### src/logic/shifter_pkg.sv
/*
 * shared types and constants of the mono video shifter
 * word, video address and beam counter widths
 * cpu register address and fetch state enums
 * prefetch lead of the timing generator
 */

package shifter_pkg;

	// one screen memory word, 16 pixels
	typedef logic [15:0] word_t;

	// video word address
	typedef logic [22:0] vaddr_t;

	// horizontal and vertical beam counters
	typedef logic [9:0] beam_t;

	// words are fetched one slot of 16 pixels ahead of display
	localparam beam_t H_PRE = 10'd16;

	// cpu visible registers, 6 bit word address
	typedef enum logic [5:0] {
		REG_BASE_HI   = 6'h00,
		REG_BASE_MID  = 6'h01,
		REG_VADDR_HI  = 6'h02,
		REG_VADDR_MID = 6'h03,
		REG_VADDR_LO  = 6'h04,
		REG_PALETTE0  = 6'h20
	} reg_addr_e;

	// four-phase read handshake
	typedef enum logic [1:0] {
		FETCH_IDLE,
		FETCH_WAIT_ACK,
		FETCH_WAIT_RELEASE
	} fetch_state_e;

endpackage

### src/logic/beam_if.sv
/*
 * beam interface from the timing generator
 * carries line number, sync, frame end and window strobes
 * to the fetch and serializer stages
 */

`timescale 1ns/1ps

interface beam_if;
	import shifter_pkg::*;

	// current line
	beam_t vcnt;

	// far behind the visible area, used for the address reload
	logic hmax;
	logic vmax;

	// syncs, active high inside the design
	logic hs;
	logic vs;

	// visible pixel window
	logic de;

	// start of a 16 pixel slot inside the active area
	logic fetch_start;

	// last pixel of a slot, serializer reload
	logic load;

	modport timing (output vcnt, hmax, vmax, hs, vs, de, fetch_start, load);
	modport fetch (input vcnt, hmax, vmax, fetch_start);
	modport shift (input de, load, hs, vs);

endinterface

### src/logic/pixel_shifter.sv
/*
 * mono output serializer
 * 16 bit shift register, msb first
 * inversion, display gating and active-low syncs
 */

`timescale 1ns/1ps

module pixel_shifter (
	input  logic               clk,
	input  logic               ss,
	beam_if.shift              beam,
	input  shifter_pkg::word_t fetched_word,
	input  logic               invert,
	output logic               pixel,
	output logic               hs_n,
	output logic               vs_n
);
	import shifter_pkg::*;

	// output shift register
	word_t tx;

	always_ff @(posedge clk or posedge ss) begin
		if (ss) begin
			tx <= '0;
		end else if (beam.load) begin
			// word fetched during this slot
			tx <= fetched_word;
		end else begin
			tx <= {tx[14:0], 1'b0};
		end
	end

	// black outside the window
	assign pixel = beam.de & (tx[15] ^ invert);

	// monitor wants negative syncs
	assign hs_n = ~beam.hs;
	assign vs_n = ~beam.vs;

endmodule

### src/flat_wrapper.sv
// flat-port wrapper written by rule: the top's interface ports become plain ports
module pixel_shifter_flat import shifter_pkg::*;
  (clk, ss, fetched_word, invert, pixel, hs_n, vs_n, beam_de, beam_load, beam_hs, beam_vs);
  beam_if beam_i ();
  input  logic clk;
  input  logic ss;
  input  shifter_pkg::word_t fetched_word;
  input  logic invert;
  output logic pixel;
  output logic hs_n;
  output logic vs_n;
  input wire logic [$bits(beam_i.de)-1:0] beam_de;
  input wire logic [$bits(beam_i.load)-1:0] beam_load;
  input wire logic [$bits(beam_i.hs)-1:0] beam_hs;
  input wire logic [$bits(beam_i.vs)-1:0] beam_vs;
  assign beam_i.de = beam_de;
  assign beam_i.load = beam_load;
  assign beam_i.hs = beam_hs;
  assign beam_i.vs = beam_vs;
  pixel_shifter u_core (.clk(clk), .ss(ss), .beam(beam_i), .fetched_word(fetched_word), .invert(invert), .pixel(pixel), .hs_n(hs_n), .vs_n(vs_n));
endmodule
### config.mk
export PLATFORM = sky130hd
export DESIGN_NAME = pixel_shifter_flat
export DESIGN_NICKNAME = d
export VERILOG_FILES = /design/src/logic/shifter_pkg.sv /design/src/logic/beam_if.sv /design/src/logic/pixel_shifter.sv /design/src/flat_wrapper.sv
export SDC_FILE = /design/constraint.sdc
export NUM_CORES = 1
export LEC_CHECK = 0
export BUFFER_PORTS_ARGS = -buffer_cell sky130_fd_sc_hd__buf_2
export CAP_MARGIN = 10
export CORE_MARGIN = 2
export CORE_UTILIZATION = 30
export CTS_CLUSTER_DIAMETER = 80
export DETAILED_ROUTE_END_ITERATION = 10
export MAX_ROUTING_LAYER = met4
export PLACE_DENSITY = 0.63
export SETUP_SLACK_MARGIN = 0.2
export SYNTH_ARGS = -nofsm -noshare
export SYNTH_HDL_FRONTEND = slang
export SYNTH_SLANG_ARGS = --single-unit
export TNS_END_PERCENT = 30
### constraint.sdc
create_clock -name clk -period 0.8 [get_ports clk]
set_input_delay 0.08 -clock clk [delete_from_list [all_inputs] [get_ports clk]]
set_output_delay 0.08 -clock clk [all_outputs]
set_load 0.05 [all_outputs]
==> flow_summary.yaml <==
yosys:
  synth_compound_area_share_pct: 0
  synth_fp_nets: 62
  yosysSeqAreaShare_pct: 59.93
  syn_area_um2: 668.1
  synth_adder_area_share_pct: 0
  synth_cells: 39
  yosysTopAreaCell: "dfrtp_1"
  ys_ff_latch: 16
  yosys-top-cells-count: "dfrtp_1 (16), mux2_4 (9), mux2_2 (6)"
  synth_warnings: 0
  synthSimpleGateAreaFrac_pct: 2.060
  synth_top_family_by_area: "multiplexers"
  yosysUniqueCellTypes: 9
  synth_flop_cell: "dfrtp_1"
  synth_xor_area_share_pct: 1.311
  syn_area_per_cell_um2: 17.13
  synth.area.mux_share_pct: 30.34
  synth_top_area_share_pct: 59.93
  async_reset_ff_share_pct: 100.0
  yosysMostFrequentCell: "dfrtp_1"
  synth_edf_count: 0
  synth_area_leaders: "dfrtp_1 (60%), mux2_4 (20%), mux2_2 (10%), buf_12 (3.0%), buf_6 (1.7%)"
finish:
  top_regs: "u_core.tx (16)"
  instances_no_fill: 98
  drive_gt1_share_pct: 70.00
  n_antenna_cell: 0
  area_growth_pct: 36.70
  fin_nets: 94
  regMostFlops: "u_core.tx"
  largest_register_ffs: 16
timing:
  rsz0062_at_grt: "true"
  slew_headroom_pct: 83.56
  fin_worst_skew_ps: 5.751
  tns_ps: -394.5
  hold_viol: 0
  period_minus_slack_ps: 1195
  slew_viol_final: 0
  fin_crit_sh_pct: 149.3
  setup_ws_ps: -394.5
  clock.fmax_mhz: 837.1
  holdWs_ps: 19.56
  final-setup-viol-count: 1
  worstMarginPinSlew_ps: 248.3
die:
  die-area_um2: 2620
  rows: 17
  start_util_pct: 31.10
  coreArea_um2: 2148
  fp.dieH_um: 51.19
  fp.dieW_um: 51.19
  num_io_pins: 26
clock_network:
  cts_tree: "built"
  cts_made_buffers: 3
  cts_root_buffer: "clkbuf_4"
  clock-sinks: 16
  clock_latency_ps: 280
  htree_levels: 1
  clockBufferDepth: 2
  path_clk_slew_ps: 90
  hold_buffers: 1
status:
  status: "finished with violations"
  failed_checks: "negative setup slack"
setup_path:
  path_buf_inv: 1
  path_cells: "xor2_1, and2_4, buf_8"
  critical_path_required_ps: 720
  critPathMaxFanout: 1
  cp_slowest_cell: "dfrtp_1"
  critical_path_class: "register to primary output"
  path_delay_family: "flip-flops"
  end_kind: "primary output"
  worstPathArrival_ps: 1110
  crit_path_start_kind: "register"
  slowest_delay_ps: 390
route:
  wl_per_cell_um: 11.08
  drtIter0Drc: 0
  route.vias.total: 395
  drcViolationCount: 0
  drt-total-wl_um: 1086
  dr.pass1.iters: 1
  antenna_left: 0
  viasPerCell: 4.031
power_and_ir_drop:
  p_comb_share_pct: 18.2
  p_total_mw: 1.735
  vdd_drop_max_v: 0.001036
  power_density_nw_per_um2: 1899
  swShare_pct: 21.89
  clkPwrFrac_pct: 29.5
  p_int_mw: 1.355
  leakagePower_nw: 0.4865
  sequentialPowerShare_pct: 52.2
  p_switching_mw: 0.3798
global_routing:
  grt_pass1_vias: 384
  grt_start_max_net_pins: 17
  grt_usage_pct: 9.423
  grt_pass1_wl_um: 1718
  antenna_found_initial: 0
  grt_overflow: 0
placement:
  pre_cts_slack_ps: -177.0
  portBuffers: 25
  placed_cells: 93
  routabilityCongestion: 0.6508
  dp_hpwl_um: 776.3
flow_run:
  drv_cap: 0
worst_hold_path:
  hp-class: "input pin to register"
-- power groups by stage --
stage / Sequential, mW / Clock (mW) / Combinational, mW
2_1_floorplan: 0.914 / 0 / 0.204
3_3_place_gp: 0.920 / 0 / 0.275
3_5_place_dp: 0.922 / 0 / 0.282
4_1_cts: 0.907 / 0.538 / 0.321
5_1_grt: 0.914 / 0.586 / 0.341
6_report: 0.906 / 0.512 / 0.317
-- per-stage QoR --
stage	cell area [um^2]	util [%]
after floorplan	674.4	-
after global placement	834.6	38.85
after detailed placement	834.6	38.85
after CTS	913.4	42.52
after global routing	913.4	42.52
final	913.4	42.52
-- final timing paths --
kind	slack [ps]	from	endpoint	cells past startpoint
max reg2reg	30	u_core.tx[4]$_DFF_PP0_	u_core.tx[5]$_DFF_PP0_	1
max in group asynchronous	280	ss	u_core.tx[7]$_DFF_PP0_	4
max	-390	u_core.tx[15]$_DFF_PP0_	pixel	3
min	20	fetched_word[0]	u_core.tx[0]$_DFF_PP0_	2
min in group asynchronous	340	ss	u_core.tx[11]$_DFF_PP0_	4
min reg2reg	480	u_core.tx[3]$_DFF_PP0_	u_core.tx[4]$_DFF_PP0_	1
-- cells in the final DEF (no fill, tap or decap) --
cell           count
clkbuf_4           3
mux2_4            15
buf_4              2
dlygate4sd3_1      1
clkbuf_8           1
and2_4             1
and2_2             1
inv_1              3
buf_12             1
dfrtp_1           16
xor2_1             1
buf_8              1
buf_2             24
-- what timing repair did --
| action | CTS | global route |
|---|---|---|
| endpoints found under the hold margin | 16 | 1 |
| gates resized for setup | 9 | 0 |
| gates cloned | 0 | 0 |
| buffers inserted | 0 | 0 |
| endpoints found under the setup margin | 16 | 16 |
-- metal layers --
layer | vias to the layer above | share of wire, % | track usage [%]
met5 | - | 0 | -
li1 | 188 | - | -
met3 | 2 | 7.1 | 2.924
met4 | 0 | 1.5 | 6.757
met1 | 188 | 46 | 10.67
met2 | 17 | 45 | 14.07
-- area by class of cell --
cell class	count	area [um^2]
flip-flops and latches	16	400.4
repair buffers	29	180.2
clock buffers	4	36.28
multi-input cells	18	250.2
well taps	28	35.03
inverters	3	11.26
fillers	208	1235
-- kinds of logic after synthesis --
kind of cell	count (synthesis)
buffers and inverters	5
AND/OR/NAND/NOR	2
XOR/XNOR	1
flip-flops	16
multiplexers	15
(Power assumes the default switching activity.)
