### src/logic/shifter_pkg.sv
/*
 * shared types and constants of the mono video shifter
 * word, video address and beam counter widths
 * cpu register address and fetch state enums
 * prefetch lead of the timing generator
 */

package shifter_pkg;

	// one screen memory word, 16 pixels
	typedef logic [15:0] word_t;

	// video word address
	typedef logic [22:0] vaddr_t;

	// horizontal and vertical beam counters
	typedef logic [9:0] beam_t;

	// words are fetched one slot of 16 pixels ahead of display
	localparam beam_t H_PRE = 10'd16;

	// cpu visible registers, 6 bit word address
	typedef enum logic [5:0] {
		REG_BASE_HI   = 6'h00,
		REG_BASE_MID  = 6'h01,
		REG_VADDR_HI  = 6'h02,
		REG_VADDR_MID = 6'h03,
		REG_VADDR_LO  = 6'h04,
		REG_PALETTE0  = 6'h20
	} reg_addr_e;

	// four-phase read handshake
	typedef enum logic [1:0] {
		FETCH_IDLE,
		FETCH_WAIT_ACK,
		FETCH_WAIT_RELEASE
	} fetch_state_e;

endpackage

### src/logic/shifter_regs.sv
/*
 * cpu register block
 * video base address and invert bit with byte lane writes
 * readback of base and live video address
 */

`timescale 1ns/1ps

module shifter_regs #(
	parameter shifter_pkg::vaddr_t BASE_ADDR = 23'h8000
) (
	input  logic                clk,
	input  logic                ss,
	input  logic                reg_sel,
	input  logic                reg_rw,
	input  logic                reg_uds,
	input  logic                reg_lds,
	input  logic [5:0]          reg_addr,
	input  shifter_pkg::word_t  reg_din,
	output shifter_pkg::word_t  reg_dout,
	input  shifter_pkg::vaddr_t vaddr,
	output shifter_pkg::vaddr_t base_addr,
	output logic                invert
);
	import shifter_pkg::*;

	reg_addr_e  addr;
	logic [7:0] base_hi;
	logic [7:0] base_mid;
	word_t      rd_data;

	assign addr = reg_addr_e'(reg_addr);

	// base is always 128 word aligned
	assign base_addr = {base_hi, base_mid, 7'd0};

	always_ff @(posedge clk or posedge ss) begin
		if (ss) begin
			base_hi  <= BASE_ADDR[22:15];
			base_mid <= BASE_ADDR[14:7];
			invert   <= 1'b1;
		end else if (reg_sel && !reg_rw && !reg_lds) begin
			// all fields live in the low byte
			case (addr)
			REG_BASE_HI:  base_hi  <= reg_din[7:0];
			REG_BASE_MID: base_mid <= reg_din[7:0];
			REG_PALETTE0: invert   <= reg_din[0];
			default: ;
			endcase
		end
	end

	always_comb begin
		rd_data = '0;
		case (addr)
		REG_BASE_HI:   rd_data = {8'h00, base_hi};
		REG_BASE_MID:  rd_data = {8'h00, base_mid};
		REG_VADDR_HI:  rd_data = {8'h00, vaddr[22:15]};
		REG_VADDR_MID: rd_data = {8'h00, vaddr[14:7]};
		REG_VADDR_LO:  rd_data = {8'h00, vaddr[6:0], 1'b0};
		REG_PALETTE0:  rd_data = {15'd0, invert};
		default:       rd_data = '0;
		endcase
	end

	// only selected reads drive data, masked per byte lane
	assign reg_dout = (reg_sel && reg_rw) ?
		{rd_data[15:8] & {8{~reg_uds}}, rd_data[7:0] & {8{~reg_lds}}} : 16'h0000;

endmodule

### config.mk
export PLATFORM = sky130hd
export DESIGN_NAME = shifter_regs
export DESIGN_NICKNAME = d
export VERILOG_FILES = /design/src/logic/shifter_pkg.sv /design/src/logic/shifter_regs.sv
export SDC_FILE = /design/constraint.sdc
export NUM_CORES = 1
export LEC_CHECK = 0
export BUFFER_PORTS_ARGS = -buffer_cell sky130_fd_sc_hd__buf_2
export CAP_MARGIN = 20
export CORE_UTILIZATION = 44
export DETAILED_ROUTE_END_ITERATION = 8
export HOLD_SLACK_MARGIN = 0.12
export MAX_ROUTING_LAYER = met4
export PLACE_DENSITY_LB_ADDON = 0.12
export REMOVE_ABC_BUFFERS = 1
export SYNTH_ARGS = -nofsm -noshare
export SYNTH_HDL_FRONTEND = slang
export SYNTH_SLANG_ARGS = --single-unit
export TNS_END_PERCENT = 1
### constraint.sdc
create_clock -name clk -period 1.6 [get_ports clk]
set_input_delay 0.08 -clock clk [delete_from_list [all_inputs] [get_ports clk]]
set_output_delay 0.08 -clock clk [all_outputs]
set_load 0.02 [all_outputs]
==> results of run 1 <==
-- cells in the mapped netlist --
cell / instances / area (sq um)
conb_1: 1 / 3.75
nor4b_1: 1 / 8.76
buf_2: 3 / 15.0
dfstp_2: 2 / 52.6
nor4_4: 1 / 21.3
nor2_1: 2 / 7.51
clkbuf_1: 3 / 11.3
mux2_2: 33 / 372
a211oi_1: 1 / 7.51
nand3b_1: 8 / 60.1
nor3b_1: 1 / 7.51
nand4b_1: 2 / 17.5
dfrtp_1: 15 / 375
and4b_1: 1 / 10.0
o211ai_1: 1 / 7.51
nand3_1: 15 / 75.1
inv_1: 1 / 3.75
buf_4: 16 / 120
nand3_2: 1 / 10.0
a31oi_1: 8 / 50.1
nor4_2: 1 / 12.5
nor2b_1: 1 / 6.26
-- metrics by stage --
step | worst slack, ns | hold WS (ns) | utilization [%]
final | 0.131 | 0.228 | 61.9
after global routing | 0.0478 | 0.231 | 61.9
after CTS | 0.117 | 0.222 | 61.9
after detailed placement | 0.130 | 0.184 | 57.6
after global placement | 0.137 | 0.171 | 57.6
after floorplan | -0.0373 | 0.00461 | -
-- routing by layer --
layer	vias up	GRT usage (%)	part of all wire, %
li1	566	-	-
met1	525	24.9	46
met2	59	31.7	44
met3	4	4.22	8.2
met4	0	8.21	1.3
met5	-	-	0
-- registers in the layout, summed over array words and instances (netlist names) --
register,cells
invert,1
base_hi,8
base_mid,8
-- critical path, stage by stage (launching register included) --
cell and delay (ns):
dfstp_2 0.55, mux2_2 0.15, nand3b_1 0.09, a31oi_1 0.13
buf_2 0.19
-- cell type report --
type	instances	area, sq um	area share, %
repair buffers	81	465	27.5
multi-input cells	92	729	43.1
clock buffers	4	26.3	1.55
well taps	31	38.8	2.29
inverters	1	3.75	0.222
flip-flops and latches	17	428	25.3
-- worst max-delay path by stage --
stage,depth (start not counted),to,slack [ns],from
floorplan,3,base_mid[0],-0.04,reg_addr[5]
global placement,5,base_hi[1],0.14,reg_addr[5]
detailed placement,5,base_hi[1],0.13,reg_addr[5]
CTS,4,reg_dout[0],0.12,base_hi[0]
global route,4,reg_dout[0],0.05,base_hi[0]
finish,4,reg_dout[0],0.13,base_hi[0]
-- cell families (layout without fill, tap and decap cells) --
group / Yosys count / count (layout)
AND/OR/NAND/NOR: 34 / 34
buffers and inverters: 23 / 86
flip-flops: 17 / 17
other: 1 / 15
AO/OA/AOI/OAI: 10 / 10
multiplexers: 33 / 33
-- report_power, final --
part	leakage (nW)	switching, mW	internal [mW]	total, mW
Combinational	0.623	0.138	0.119	0.257
Clock	0.0150	0.130	0.0972	0.227
Sequential	0.227	0.0139	0.452	0.466
Total	0.865	0.282	0.668	0.950
-- layout by cell type (no fill, tap or decap), types with 3 or more instances in the layout --
cell           Yosys  routed
dfrtp_1           15      15
buf_2              3      66
a31oi_1            8       8
conb_1             1      15
buf_4             16       6
nand3_1           15      15
clkbuf_4           0       3
mux2_2            33      33
dlygate4sd3_1      0       9
nand3b_1           8       8
-- what timing repair did --
item / 4_1_cts / 5_1_grt
resized for setup: 0 / 0
endpoints found under the hold margin: 32 / 0
hold buffers: 9 / 0
==> results.yml, run 1 <==
die:
  rows: 19
  initial_utilization_pct: 45.9
  dieWidth_microns: 55.4
  die-height_microns: 55.4
  pin_count: 91
  die_area_sq_um: 3070
  core_sq_um: 2730
cells_and_area:
  fill_cells: 237
  n_antenna_cell: 0
  drive_above_1_share_pct: 57.9
  stdcell_count: 226
  fin_area_sq_um: 1690
  nNetsFinal: 247
  area_growth_pct: 34.8
yosys:
  synth_fa_ha_area_share_pct: 0
  synth.avg_cell_area_sq_um: 10.6
  yosys_warnings: 0
  ys_ff_latch: 17
  seq_area_frac_synth_pct: 34.1
  synth_top_family_by_area: "multiplexers"
  synth-xor-area-share_pct: 0
  synth_compound_area_share_pct: 5.18
  yosys.area_share.simple_pct: 18.8
  synth_area_sq_um: 1250
  synthCells: 118
  synth_mux_area_share_pct: 29.6
  ys_types: 22
critical_path:
  start_kind: "register"
  crit_required_ns: 1.52
  reg2reg_to: "base_mid[4]"
  crit_path_max_fanout: 3
  critical_path_arrival_ns: 1.39
  worstRegToRegCells: 1
  reg2reg_slack_ns: 0.82
  crit_type: "register to primary output"
  critPathCaptureType: "primary output"
  crit-reg2reg-launch: "base_mid[4]"
pwr:
  power.total_mw: 0.950
  p_leak_nw: 0.865
  p_per_area_nw_per_um2: 561
  max-vdd-ir-drop_mv: 0.492
sta:
  setup_tns_ns: 0
  setup_viol: 0
  slew_headroom_pct: 56.2
  clock.fmax_ghz: 0.681
  period_share_pct: 91.8
  worst_pin_slew_ns: 0.654
  slew_violations: 0
  rsz0062_at_grt: "no"
  min_period_ns: 1.47
  finalHoldViolations: 0
  fin_skew_ns: 0
global_route:
  grt_pass1_wl_microns: 4820
  grt-ovfl-total: 0
  grt_max_degree: 18
  grt_pass1_vias: 1102
  antenna_found_initial: 0
  grt_usage_pct: 20.0
placement:
  portBuffers: 66
  hpwl_microns: 2210
  dpl-instance-area_sq_um: 1580
  placed_cells: 213
  gp_congestion: 0.776
detailed_routing:
  vias: 1154
  firstDrtPassIters: 4
  wl_microns: 2870
  wl_per_cell_microns: 12.7
  viasPerCell: 5.11
  drt_iter0_drc: 36
  ant_nets: 0
  drc_errors: 0
worst_hold_path:
  min_delay_path_depth: 3
  holdPathEnd: "invert"
  hp-start: "reg_addr[5]"
  holdCritPathClass: "primary input to register"
cts:
  cts_made_buffers: 3
  cts_setup_buffers: 0
  htreeDepth: 1
  clock-sinks: 17
  clk_latency_ns: 0.29
  cts_tree: "yes"
  cts_root_buf: "clkbuf_4"
  clockBufferDepth: 2
  path_clk_slew_ns: 0.09
run:
  max-cap-violations: 0
outcome:
  status: "completed"
Note: power is estimated with default switching activity, not from simulation.
==> run 2, diff against run 1 <==
--- a/config.mk
+++ b/config.mk
@@ -5,10 +5,10 @@
 export SDC_FILE = /design/constraint.sdc
 export NUM_CORES = 1
 export LEC_CHECK = 0
-export BUFFER_PORTS_ARGS = -buffer_cell sky130_fd_sc_hd__buf_2
 export CAP_MARGIN = 20
-export CORE_UTILIZATION = 44
+export CORE_UTILIZATION = 50
 export DETAILED_ROUTE_END_ITERATION = 8
+export DONT_BUFFER_PORTS = 1
 export HOLD_SLACK_MARGIN = 0.12
 export MAX_ROUTING_LAYER = met4
 export PLACE_DENSITY_LB_ADDON = 0.12
==> results.yml, run 2 (same netlist as run 1, synthesis figures left out) <==
critical_path:
  crit_type: "register to primary output"
  critical_path_arrival_ns: 1.45
  crit_path_max_fanout: 3
  start_kind: "register"
  critPathCaptureType: "primary output"
  crit_required_ns: 1.52
detailed_routing:
  viasPerCell: 5.74
  drt_iter0_drc: 13
  vias: 942
  wl_microns: 2810
  drc_errors: 0
  firstDrtPassIters: 4
  wl_per_cell_microns: 17.1
  ant_nets: 0
die:
  initial_utilization_pct: 54.6
  rows: 17
  core_sq_um: 2300
  die-height_microns: 52.1
  dieWidth_microns: 52.1
  die_area_sq_um: 2710
  pin_count: 91
global_route:
  grt_pass1_wl_microns: 4130
  grt-ovfl-total: 0
  grt_usage_pct: 22.0
  grt_pass1_vias: 888
  antenna_found_initial: 0
  grt_max_degree: 21
cts:
  htreeDepth: 1
  cts_root_buf: "clkbuf_4"
  cts_made_buffers: 3
  clk_latency_ns: 0.29
  clockBufferDepth: 2
  clock-sinks: 17
  cts_setup_buffers: 0
  cts_tree: "yes"
  path_clk_slew_ns: 0.10
cells_and_area:
  mostFrequentLayoutCells: "mux2_2, nand3_1, conb_1"
  largestRegisters: "base_hi: 8 flops, base_mid: 8 flops, invert: 1 flops"
  nNetsFinal: 188
  finish.utilization_pct: 61.6
  drive_above_1_share_pct: 40.4
  n_antenna_cell: 0
  final_common_cell: "mux2_2"
  fin_area_sq_um: 1420
  area_growth_pct: 12.8
placement:
  portBuffers: 0
  gp_congestion: 0.769
  dp_slack_ns: 0.228
  dpl-instance-area_sq_um: 1290
sta:
  rsz0062_at_grt: "no"
  setup_tns_ns: 0
  period_share_pct: 95.8
  slew_violations: 0
  worst_pin_slew_ns: 0.649
  holdWs_ns: 0.218
  layout_setup_ws_ns: 0.0664
  finalHoldViolations: 0
  clock.fmax_ghz: 0.652
  fin_skew_ns: 0
  slew_headroom_pct: 56.7
  min_period_ns: 1.53
  setup_viol: 0
run:
  max-cap-violations: 0
pwr:
  p_per_area_nw_per_um2: 611
  p_leak_nw: 0.604
  max-vdd-ir-drop_mv: 0.614
outcome:
  status: "completed"
worst_hold_path:
  holdCritPathClass: "primary input to register"
==> run 2: cell count changes in the layout (fill, tap and decap cells not counted), sizes merged <==
cell	previous run	this run
buf	72	12
dlygate4sd3	9	10
==> run 2: per-layer routing <==
layer | GRT usage, % | vias up | part of all wire [%] | wire, microns
li1 | - | 445 | - | -
met1 | 26.4 | 435 | 40 | 1130
met2 | 36.8 | 60 | 52 | 1450
met3 | 3.22 | 2 | 7.6 | 213
met4 | 9.46 | 0 | 0.57 | 16
met5 | - | - | 0 | 0
==> run 2: layout make-up <==
class	instances	area, sq um
clock buffer	4	26.3
fill	194	882
inverter	1	3.75
multi-input combinational	92	729
sequential	17	430
tap	28	35.0
timing repair buffer	22	190
==> run 2: repair_timing <==
item,CTS,global route
resized for setup,0,2
hold buffers,10,0
hold endpoints to repair,32,0
setup endpoints to repair,0,1
==> run 2: where the power goes <==
part	switching, mW	internal, mW	total (mW)
Sequential	0.0445	0.452	0.497
Combinational	0.0706	0.0705	0.141
Clock	0.129	0.0970	0.226
==> run 2: critical path, stage by stage (launching register included) <==
cell,delay (ns)
dfstp_2,0.61
mux2_2,0.17
nand3b_1,0.07
a31oi_1,0.14
buf_4,0.17
==> run 2: worst paths after layout <==
kind | cells after the start | from | slack [ns] | endpoint
setup / recovery | 4 | base_hi[0] | 0.07 | reg_dout[0]
hold / removal | 3 | reg_addr[0] | 0.22 | base_hi[3]
setup reg to reg | 2 | invert | 0.22 | invert
hold reg to reg | 1 | base_mid[2] | 0.66 | base_mid[2]
max in group asynchronous | 2 | ss | 0.83 | base_mid[2]
min in group asynchronous | 2 | ss | 0.31 | base_hi[5]
==> run 2: metrics by stage <==
step                      cells  total power [mW]
after floorplan             110             0.603
after global placement      150             0.619
after detailed placement    150             0.624
after CTS                   164             0.869
after global routing        164             0.909
final                       164             0.864
