$ cat src/logic/shifter_pkg.sv
/*
 * shared types and constants of the mono video shifter
 * word, video address and beam counter widths
 * cpu register address and fetch state enums
 * prefetch lead of the timing generator
 */

package shifter_pkg;

	// one screen memory word, 16 pixels
	typedef logic [15:0] word_t;

	// video word address
	typedef logic [22:0] vaddr_t;

	// horizontal and vertical beam counters
	typedef logic [9:0] beam_t;

	// words are fetched one slot of 16 pixels ahead of display
	localparam beam_t H_PRE = 10'd16;

	// cpu visible registers, 6 bit word address
	typedef enum logic [5:0] {
		REG_BASE_HI   = 6'h00,
		REG_BASE_MID  = 6'h01,
		REG_VADDR_HI  = 6'h02,
		REG_VADDR_MID = 6'h03,
		REG_VADDR_LO  = 6'h04,
		REG_PALETTE0  = 6'h20
	} reg_addr_e;

	// four-phase read handshake
	typedef enum logic [1:0] {
		FETCH_IDLE,
		FETCH_WAIT_ACK,
		FETCH_WAIT_RELEASE
	} fetch_state_e;

endpackage

$ cat src/logic/beam_if.sv
/*
 * beam interface from the timing generator
 * carries line number, sync, frame end and window strobes
 * to the fetch and serializer stages
 */

`timescale 1ns/1ps

interface beam_if;
	import shifter_pkg::*;

	// current line
	beam_t vcnt;

	// far behind the visible area, used for the address reload
	logic hmax;
	logic vmax;

	// syncs, active high inside the design
	logic hs;
	logic vs;

	// visible pixel window
	logic de;

	// start of a 16 pixel slot inside the active area
	logic fetch_start;

	// last pixel of a slot, serializer reload
	logic load;

	modport timing (output vcnt, hmax, vmax, hs, vs, de, fetch_start, load);
	modport fetch (input vcnt, hmax, vmax, fetch_start);
	modport shift (input de, load, hs, vs);

endinterface

$ cat src/logic/beam_timing.sv
/*
 * beam timing generator
 * horizontal and vertical counters with nested wrap
 * sync pulses, display window, fetch and load strobes
 */

`timescale 1ns/1ps

module beam_timing #(
	parameter shifter_pkg::beam_t H_ACT = 10'd640,
	parameter shifter_pkg::beam_t H_FP  = 10'd24,
	parameter shifter_pkg::beam_t H_S   = 10'd40,
	parameter shifter_pkg::beam_t H_BP  = 10'd128,
	parameter shifter_pkg::beam_t V_ACT = 10'd400,
	parameter shifter_pkg::beam_t V_FP  = 10'd55,
	parameter shifter_pkg::beam_t V_S   = 10'd3,
	parameter shifter_pkg::beam_t V_BP  = 10'd73
) (
	input logic     clk,
	input logic     ss,
	beam_if.timing  beam
);
	import shifter_pkg::*;

	localparam beam_t H_TOT    = H_ACT + H_FP + H_S + H_BP;
	localparam beam_t V_TOT    = V_ACT + V_FP + V_S + V_BP;
	// hsync sits behind the prefetch lead like the visible pixels
	localparam beam_t HS_START = H_ACT + H_FP + H_PRE;
	localparam beam_t HS_END   = HS_START + H_S;
	localparam beam_t VS_START = V_ACT + V_FP;
	localparam beam_t VS_END   = VS_START + V_S;
	localparam beam_t DE_END   = H_ACT + H_PRE;

	beam_t hcnt;
	beam_t vcnt;

	always_ff @(posedge clk or posedge ss) begin
		if (ss) begin
			hcnt <= '0;
			vcnt <= '0;
		end else begin
			if (hcnt < H_TOT - 10'd1) begin
				hcnt <= hcnt + 10'd1;
			end else begin
				hcnt <= '0;
				// line done, step the frame
				if (vcnt < V_TOT - 10'd1) begin
					vcnt <= vcnt + 10'd1;
				end else begin
					vcnt <= '0;
				end
			end
		end
	end

	assign beam.vcnt = vcnt;
	assign beam.hs   = (hcnt >= HS_START) && (hcnt < HS_END);
	assign beam.vs   = (vcnt >= VS_START) && (vcnt < VS_END);

	// reload point for the video address
	assign beam.hmax = (hcnt == HS_START);
	assign beam.vmax = (vcnt == VS_START);

	// pixels trail the fetch by one slot
	assign beam.de = (hcnt >= H_PRE) && (hcnt < DE_END) && (vcnt < V_ACT);

	assign beam.fetch_start = (hcnt < H_ACT) && (hcnt[3:0] == 4'd0) && (vcnt < V_ACT);
	assign beam.load        = (hcnt[3:0] == 4'd15);

endmodule

$ cat src/flat_wrapper.sv
// flat-port wrapper written by rule: the top's interface ports become plain ports
module beam_timing_flat import shifter_pkg::*;
#(
	parameter shifter_pkg::beam_t H_ACT = 10'd640,
	parameter shifter_pkg::beam_t H_FP  = 10'd24,
	parameter shifter_pkg::beam_t H_S   = 10'd40,
	parameter shifter_pkg::beam_t H_BP  = 10'd128,
	parameter shifter_pkg::beam_t V_ACT = 10'd400,
	parameter shifter_pkg::beam_t V_FP  = 10'd55,
	parameter shifter_pkg::beam_t V_S   = 10'd3,
	parameter shifter_pkg::beam_t V_BP  = 10'd73
)
  (clk, ss, beam_vcnt, beam_hmax, beam_vmax, beam_hs, beam_vs, beam_de, beam_fetch_start, beam_load);
  beam_if beam_i ();
  input logic clk;
  input logic ss;
  output wire logic [$bits(beam_i.vcnt)-1:0] beam_vcnt;
  output wire logic [$bits(beam_i.hmax)-1:0] beam_hmax;
  output wire logic [$bits(beam_i.vmax)-1:0] beam_vmax;
  output wire logic [$bits(beam_i.hs)-1:0] beam_hs;
  output wire logic [$bits(beam_i.vs)-1:0] beam_vs;
  output wire logic [$bits(beam_i.de)-1:0] beam_de;
  output wire logic [$bits(beam_i.fetch_start)-1:0] beam_fetch_start;
  output wire logic [$bits(beam_i.load)-1:0] beam_load;
  assign beam_vcnt = beam_i.vcnt;
  assign beam_hmax = beam_i.hmax;
  assign beam_vmax = beam_i.vmax;
  assign beam_hs = beam_i.hs;
  assign beam_vs = beam_i.vs;
  assign beam_de = beam_i.de;
  assign beam_fetch_start = beam_i.fetch_start;
  assign beam_load = beam_i.load;
  beam_timing #(.H_ACT(H_ACT), .H_FP(H_FP), .H_S(H_S), .H_BP(H_BP), .V_ACT(V_ACT), .V_FP(V_FP), .V_S(V_S), .V_BP(V_BP)) u_core (.clk(clk), .ss(ss), .beam(beam_i));
endmodule
$ cat config.mk
export PLATFORM = sky130hd
export DESIGN_NAME = beam_timing_flat
export DESIGN_NICKNAME = d
export VERILOG_FILES = /design/src/logic/shifter_pkg.sv /design/src/logic/beam_if.sv /design/src/logic/beam_timing.sv /design/src/flat_wrapper.sv
export SDC_FILE = /design/constraint.sdc
export NUM_CORES = 1
export LEC_CHECK = 0
export BUFFER_PORTS_ARGS = -buffer_cell sky130_fd_sc_hd__clkbuf_2
export CORE_UTILIZATION = 25
export DETAILED_ROUTE_END_ITERATION = 8
export PLACE_DENSITY = 0.46
export SYNTH_ARGS = -nofsm -noshare
export SYNTH_HDL_FRONTEND = slang
export SYNTH_SLANG_ARGS = --single-unit
$ cat constraint.sdc
create_clock -name clk -period 1.6 [get_ports clk]
set_input_delay 0.16 -clock clk [delete_from_list [all_inputs] [get_ports clk]]
set_output_delay 0.16 -clock clk [all_outputs]
set_load 0.01 [all_outputs]
==> qor.yml, run 1 <==
sta:
  setup_viol: 3
  fmax_mhz: 578
  hold_viol_final: 0
  layout_setup_ws_ns: -0.129
  period_minus_slack_ns: 1.73
  clock_skew_ns: 0.00664
  slew_viol_final: 0
  setup_tns_ns: -0.235
  worst_slew_pin_slew_ns: 0.389
  period_share: 1.08
  rsz0062_at_grt: "yes"
  maxSlewHeadroom: 0.738
synthesis:
  seq_area_frac_synth: 0.396
  ys_async_sr_fraction: 1.00
  synth_cell_types: 37
  ys.flop_type: "dfrtp_1"
  synth-edff-count: 0
  netlist_area_mm2: 0.00126
  yosysWarnings: 0
  synthesis.nets: 140
  avgSynthCellArea_um2: 9.35
  syn_inst: 135
  ys_seq_elements: 20
floorplanning:
  fp.dieArea_mm2: 0.00534
  start_util: 0.264
  die_h_um: 73.1
  io_pins: 19
  die_width_um: 73.1
  core-area_mm2: 0.00479
  std_cell_rows: 25
placed_design:
  gp_congestion: 0.766
  place_inst: 227
  io_buffers: 18
  post_dp_cell_area_mm2: 0.00149
  dp_hpwl_um: 2220
cts:
  root_buffer: "clkbuf_8"
  htreeDepth: 1
  clk_latency_ns: 0.26
  cts_buffers: 3
  clk_path_buf_depth: 2
  clkTransAtPathRegs_ns: 0.08
  cts_tree: "yes"
  clock_sinks: 20
finish:
  final_util: 0.363
  area.growth.synth_to_final_pct: 37.7
  finalNetCount: 180
  diodes: 0
  stdcell_area_mm2: 0.00174
  fin_cells: 241
  drive_above_1_share: 0.385
setup_path:
  startpoint: "u_core.beam.vcnt[4]$_DFFE_PP0N_"
  ff2ff_setup_slack_ns: 0.07
  crit_end: "beam_de"
  rr_worst_depth: 6
  r2r_start: "u_core.hcnt[1]$_DFF_PP0_"
  r2r-end: "u_core.beam.vcnt[0]$_DFFE_PP0N_"
  crit_arrival_ns: 1.57
  start_kind: "register"
  critical_path.cell_chain: "o311ai_2 -> nand3b_1 -> a311oi_1 -> buf_2"
  path_class: "register to primary output"
  path_max_fanout: 2
  max_stage_delay_ns: 0.42
  cp_slowest_cell: "dfrtp_1"
  crit_path_end_kind: "primary output"
  worstPathRequired_ns: 1.44
global_route:
  grt_pass1_vias: 1133
  overflow: 0
  grt_pass1_wl_um: 5530
  grt_max_degree: 21
  antenna_found_initial: 0
  track_usage: 0.134
power:
  switchingPower_mw: 0.174
  design_power_total_mw: 0.902
  seq_power_share: 0.560
  switching_share: 0.193
  intPower_mw: 0.728
  ir_worst_vdd_v: 0.000267
  leakage_nw: 0.784
  p_per_area_mw_per_mm2: 519
  combinationalPowerShare: 0.016
  pwr-share-clk: 0.424
detailed_routing:
  ant_nets: 0
  drt_first_pass_iters: 4
  drc: 0
  num_vias: 1176
  viasPerCell: 4.88
  dr.max_layer_used: "met4"
  wl_met1_um: 1460
  drt_iter0_markers: 35
  wire_per_inst_um: 13.4
  finalWirelength_um: 3220
  dr_wl_met3_um: 145
  route.met2.wl_um: 1600
run_status:
  status: "complete, but fails checks"
  violations: "setup timing"
job:
  drv_cap: 0
hold_path:
  hold_path.class: "input pin to async pin"
per-layer routing:
metal,global-route usage,vias to the layer above
li1,-,570
met1,0.176,570
met2,0.222,34
met3,0.0318,2
met4,0.0327,0
met5,0,-
cell usage after synthesis, types with 3 or more instances:
cell type	n	area share
nor2_1	14	0.042
buf_2	4	0.016
a22o_1	8	0.056
a21oi_1	5	0.020
nand3_1	5	0.020
nor3_1	5	0.020
and3_1	4	0.020
dfrtp_1	20	0.40
o21ai_0	8	0.032
ha_1	3	0.030
xnor2_1	4	0.028
and4_1	4	0.028
inv_1	6	0.018
nand2_1	8	0.024
nor2b_1	9	0.045
through the flow:
stage | worst slack (ns) | hold slack [ns]
floorplan | 0.105 | 0.124
global placement | 0.0409 | 0.187
detailed placement | -0.0359 | 0.187
CTS | -0.118 | 0.459
global route | -0.208 | 0.517
finish | -0.129 | 0.452
area by class of cell:
cell class                 instances  area, µm²
clock buffer                       4       55.1
timing repair buffer              40        294
tap                               67       83.8
sequential                        20        509
inverter                           6       22.5
multi-input combinational        104        773
fill                             501       3050
power by group through the flow:
stage	clock [mW]	sequential (mW)	combinational, mW
after floorplan	0	0.515	0.00757
after detailed placement	0	0.515	0.0139
after global placement	0	0.515	0.0139
after CTS	0.399	0.505	0.0159
final	0.383	0.505	0.0149
after global routing	0.418	0.505	0.0181
state kept, by name (all words and copies together) (netlist names):
| name | count |
|---|---|
| u_core.beam.vcnt | 10 |
| u_core.hcnt | 10 |
cell families after synthesis:
logic type	count (synthesis)	synth area share
buffers and inverters	13	0.0575
AO/OA/AOI/OAI	31	0.183
XOR/XNOR	6	0.0416
flip-flops	20	0.396
AND/OR/NAND/NOR	61	0.282
multiplexers	1	0.00892
adder cells (fa/ha/maj)	3	0.0297
worst min path at each step:
| stage | end |
|---|---|
| 5_1_grt | u_core.hcnt[2]$_DFF_PP0_ |
| 4_1_cts | u_core.hcnt[3]$_DFF_PP0_ |
| 6_report | u_core.beam.vcnt[9]$_DFFE_PP0N_ |
| 2_1_floorplan | u_core.beam.vcnt[0]$_DFFE_PP0N_ |
| 3_5_place_dp | u_core.hcnt[3]$_DFF_PP0_ |
| 3_3_place_gp | u_core.hcnt[0]$_DFF_PP0_ |
placed cells by master (no fill, tap or decap), drive strengths merged, types with 2 or more instances in the layout:
cell type / n
buf: 25
dfrtp: 20
clkbuf: 18
nor2: 15
nor2b: 11
nand2: 10
o21ai: 9
a22o: 8
inv: 6
nand3: 6
a21oi: 5
nor3: 5
and4: 4
xnor2: 4
and3: 4
ha: 3
nand4: 2
o311ai: 2
a31oi: 2
nand3b: 2
xor2: 2
nor4b: 2
critical path, delay by kind of cell, from the launching register on:
family / cells / cell delay (ns)
AO/OA/AOI/OAI: 2 / 0.57
flip-flops: 1 / 0.42
AND/OR/NAND/NOR: 1 / 0.17
buffers and inverters: 1 / 0.17
repair_timing:
action	4_1_cts	5_1_grt
hold endpoints to repair	20	0
gates cloned	1	1
endpoints found under the setup margin	13	16
pin swaps	6	7
hold buffers	1	0
resized for setup	9	23
setup buffers	3	4
Note: power is estimated with default switching activity, not from simulation.
==> run 2: changes to the inputs <==
- GPL_TIMING_DRIVEN: unset -> 0
- PLACE_DENSITY: 0.46 -> unset
==> run 2 against run 1 <==
Fmax fell by 0.13%. Flip-flop and latch count unchanged. Die area stayed put. Register-to-register slack worse by 0.09 ns. Worst setup slack worse by 0.0023 ns. Critical path depth up 1. The run still ends with setup timing left. Routed wire length is 8.1% lower. Sequential power about the same. Worst hold slack worse by 0.44 ns. Non-clock buffer count shrank 3. Critical path type unchanged. Highest routed layer unchanged. First-iteration DRC count up 29%. Largest power group is now clock. Largest cell class unchanged.
==> qor.yml, run 2 (synthesis gave the netlist of run 1 again) <==
sta:
  rsz0062_at_grt: "yes"
  layout_setup_ws_ns: -0.132  # -0.00231 ns
  hold_viol_final: 0  # unchanged
  period_minus_slack_ns: 1.73  # +0.00231 ns
  fmax_mhz: 578  # -0.13%
  slew_viol_final: 0  # unchanged
  maxSlewHeadroom: 0.473  # -0.265
  setup_viol: 11  # +8
  worst_slew_pin_slew_ns: 0.789  # +0.400 ns
  clock_skew_ns: 0.00698  # +0.000346 ns
  period_share: 1.08  # +0.00144
hold_path:
  hold_path.class: "input pin to async pin"
setup_path:
  path_max_fanout: 4  # +2
  crit_path_end_kind: "primary output"
  max_stage_delay_ns: 0.46  # +0.04 ns
  crit_buf_inv: 2  # +1
  path_class: "register to primary output"
  crit_family: "flip-flops"
  critical_path.cell_chain: "o311ai_4 -> nand3b_1 -> buf_4 -> nor3_2 -> clkbuf_2"
  path_depth: 5  # +1
  start_kind: "register"
  crit_arrival_ns: 1.57  # about the same
  cp_slowest_cell: "dfrtp_2"
  rr_worst_depth: 6  # unchanged
  worstPathRequired_ns: 1.44  # about the same
floorplanning:
  io_pins: 19  # unchanged
  start_util: 0.264  # unchanged
  core-area_mm2: 0.00479  # unchanged
  std_cell_rows: 25  # unchanged
  die_h_um: 73.1  # unchanged
  die_width_um: 73.1  # unchanged
  fp.dieArea_mm2: 0.00534  # unchanged
finish:
  drive_above_1_share: 0.388  # +0.00318
  finalNetCount: 176  # -2.2%
  area.growth.synth_to_final_pct: 35.0
  diodes: 0  # unchanged
  final_cell_mix: "clkbuf_2 (16), buf_4 (12), nor2_1 (12), dfrtp_1 (12)"
  reg_top3: "u_core.beam.vcnt: 10 flops, u_core.hcnt: 10 flops"
  final_common_cell: "clkbuf_2"
  num-fill-cells: 493  # -1.6%
  stdcell_area_mm2: 0.00170  # -1.9%
  fin_cells: 237  # -1.7%
power:
  p_per_area_mw_per_mm2: 602  # +16%
  ir_worst_vdd_v: 0.000291  # +9.0%
  design_power_total_mw: 1.03  # +14%
  leakage_nw: 0.759  # -3.1%
detailed_routing:
  drc: 0  # unchanged
  num_vias: 1130  # -3.9%
  drt_iter0_markers: 45  # +29%
  wire_per_inst_um: 12.5  # -6.5%
  viasPerCell: 4.77  # -2.3%
  finalWirelength_um: 2960  # -8.1%
  ant_nets: 0  # unchanged
  drt_first_pass_iters: 4  # unchanged
run_status:
  status: "complete, but fails checks"
  violations: "setup timing"
cts:
  cts_tree: "yes"
  cts_buffers: 3  # unchanged
  clock_sinks: 20  # unchanged
  clk_latency_ns: 0.26  # about the same
  root_buffer: "clkbuf_8"
  clkTransAtPathRegs_ns: 0.08  # about the same
  htreeDepth: 1  # unchanged
  clk_path_buf_depth: 2  # unchanged
placed_design:
  dp_hpwl_um: 1890  # -15%
  gp_congestion: 0.790  # +3.1%
  post_dp_cell_area_mm2: 0.00144  # -3.7%
  io_buffers: 18  # unchanged
  place_inst: 220  # -3.1%
  place_ws_ns: -0.0129  # +0.0230 ns
global_route:
  overflow: 0  # unchanged
  antenna_found_initial: 0  # unchanged
  grt_max_degree: 21  # unchanged
  track_usage: 0.113  # -0.0211
  grt_pass1_vias: 991  # -13%
  grt_pass1_wl_um: 4640  # -16%
job:
  drv_cap: 0  # unchanged
run 2: cell types whose count changed in the layout (fill, tap and decap cells not counted), moves of 2 or more:
cell      before  now
nor2_1        14   12
clkbuf_2      14   16
buf_12         2    0
nor2_2         1    3
o21ai_1        6    1
o21ai_0        3    8
buf_4         16   12
run 2: what timing repair did:
item | 4_1_cts | 5_1_grt
pin swaps | 2 | 11
gates cloned | 1 | 1
hold buffers | 0 | 0
endpoints found under the setup margin | 6 | 16
endpoints found under the hold margin | 0 | 0
buffers inserted | 2 | 9
resized for setup | 9 | 21
run 2: routing by layer:
| layer | global-route usage | vias to the layer above | wire length, µm |
|---|---|---|---|
| li1 | - | 563 | - |
| met1 | 0.150 | 550 | 1410 |
| met2 | 0.168 | 11 | 1430 |
| met3 | 0.0290 | 6 | 68 |
| met4 | 0.0610 | 0 | 49 |
| met5 | 0 | - | 0 |
run 2: final cells by class:
| class | count | area (µm²) | area share |
|---|---|---|---|
| clock buffers | 3 | 41.3 | 0.0242 |
| multi-input cells | 103 | 773 | 0.454 |
| inverters | 6 | 22.5 | 0.0132 |
| well taps | 67 | 83.8 | 0.0492 |
| repair buffers | 30 | 188 | 0.110 |
| plain buffers | 7 | 55.1 | 0.0323 |
| clock inverters | 1 | 30.0 | 0.0176 |
| flip-flops and latches | 20 | 510 | 0.300 |
run 2: metrics by stage:
stage               hold WS [ns]  utilization  TNS [ns]
floorplan                  0.124            -         0
global placement           0.342        0.300         0
detailed placement         0.336        0.300   -0.0129
CTS                       0.0472        0.325    -0.312
global route              0.0956        0.356     -1.31
finish                    0.0163        0.356    -0.345
run 2: power by group:
group | leakage, nW | internal, mW | total, mW | switching [mW]
Combinational | 0.471 | 0.000990 | 0.0111 | 0.0101
Sequential | 0.253 | 0.505 | 0.505 | 0
Clock | 0.0357 | 0.334 | 0.510 | 0.176
Total | 0.759 | 0.840 | 1.03 | 0.186
run 2: final timing paths:
kind / startpoint / endpoint / slack (ns)
worst max-delay path: u_core.beam.vcnt[5]$_DFFE_PP0N_ / beam_fetch_start / -0.13
worst min-delay path: ss / u_core.hcnt[4]$_DFF_PP0_ / 0.02
worst max register to register: u_core.beam.vcnt[5]$_DFFE_PP0N_ / u_core.beam.vcnt[2]$_DFFE_PP0N_ / -0.02
worst min register to register: u_core.hcnt[0]$_DFF_PP0_ / u_core.hcnt[0]$_DFF_PP0_ / 0.49
max in group asynchronous: ss / u_core.hcnt[9]$_DFF_PP0_ / 1.04
min in group clk: u_core.hcnt[0]$_DFF_PP0_ / u_core.hcnt[0]$_DFF_PP0_ / 0.49
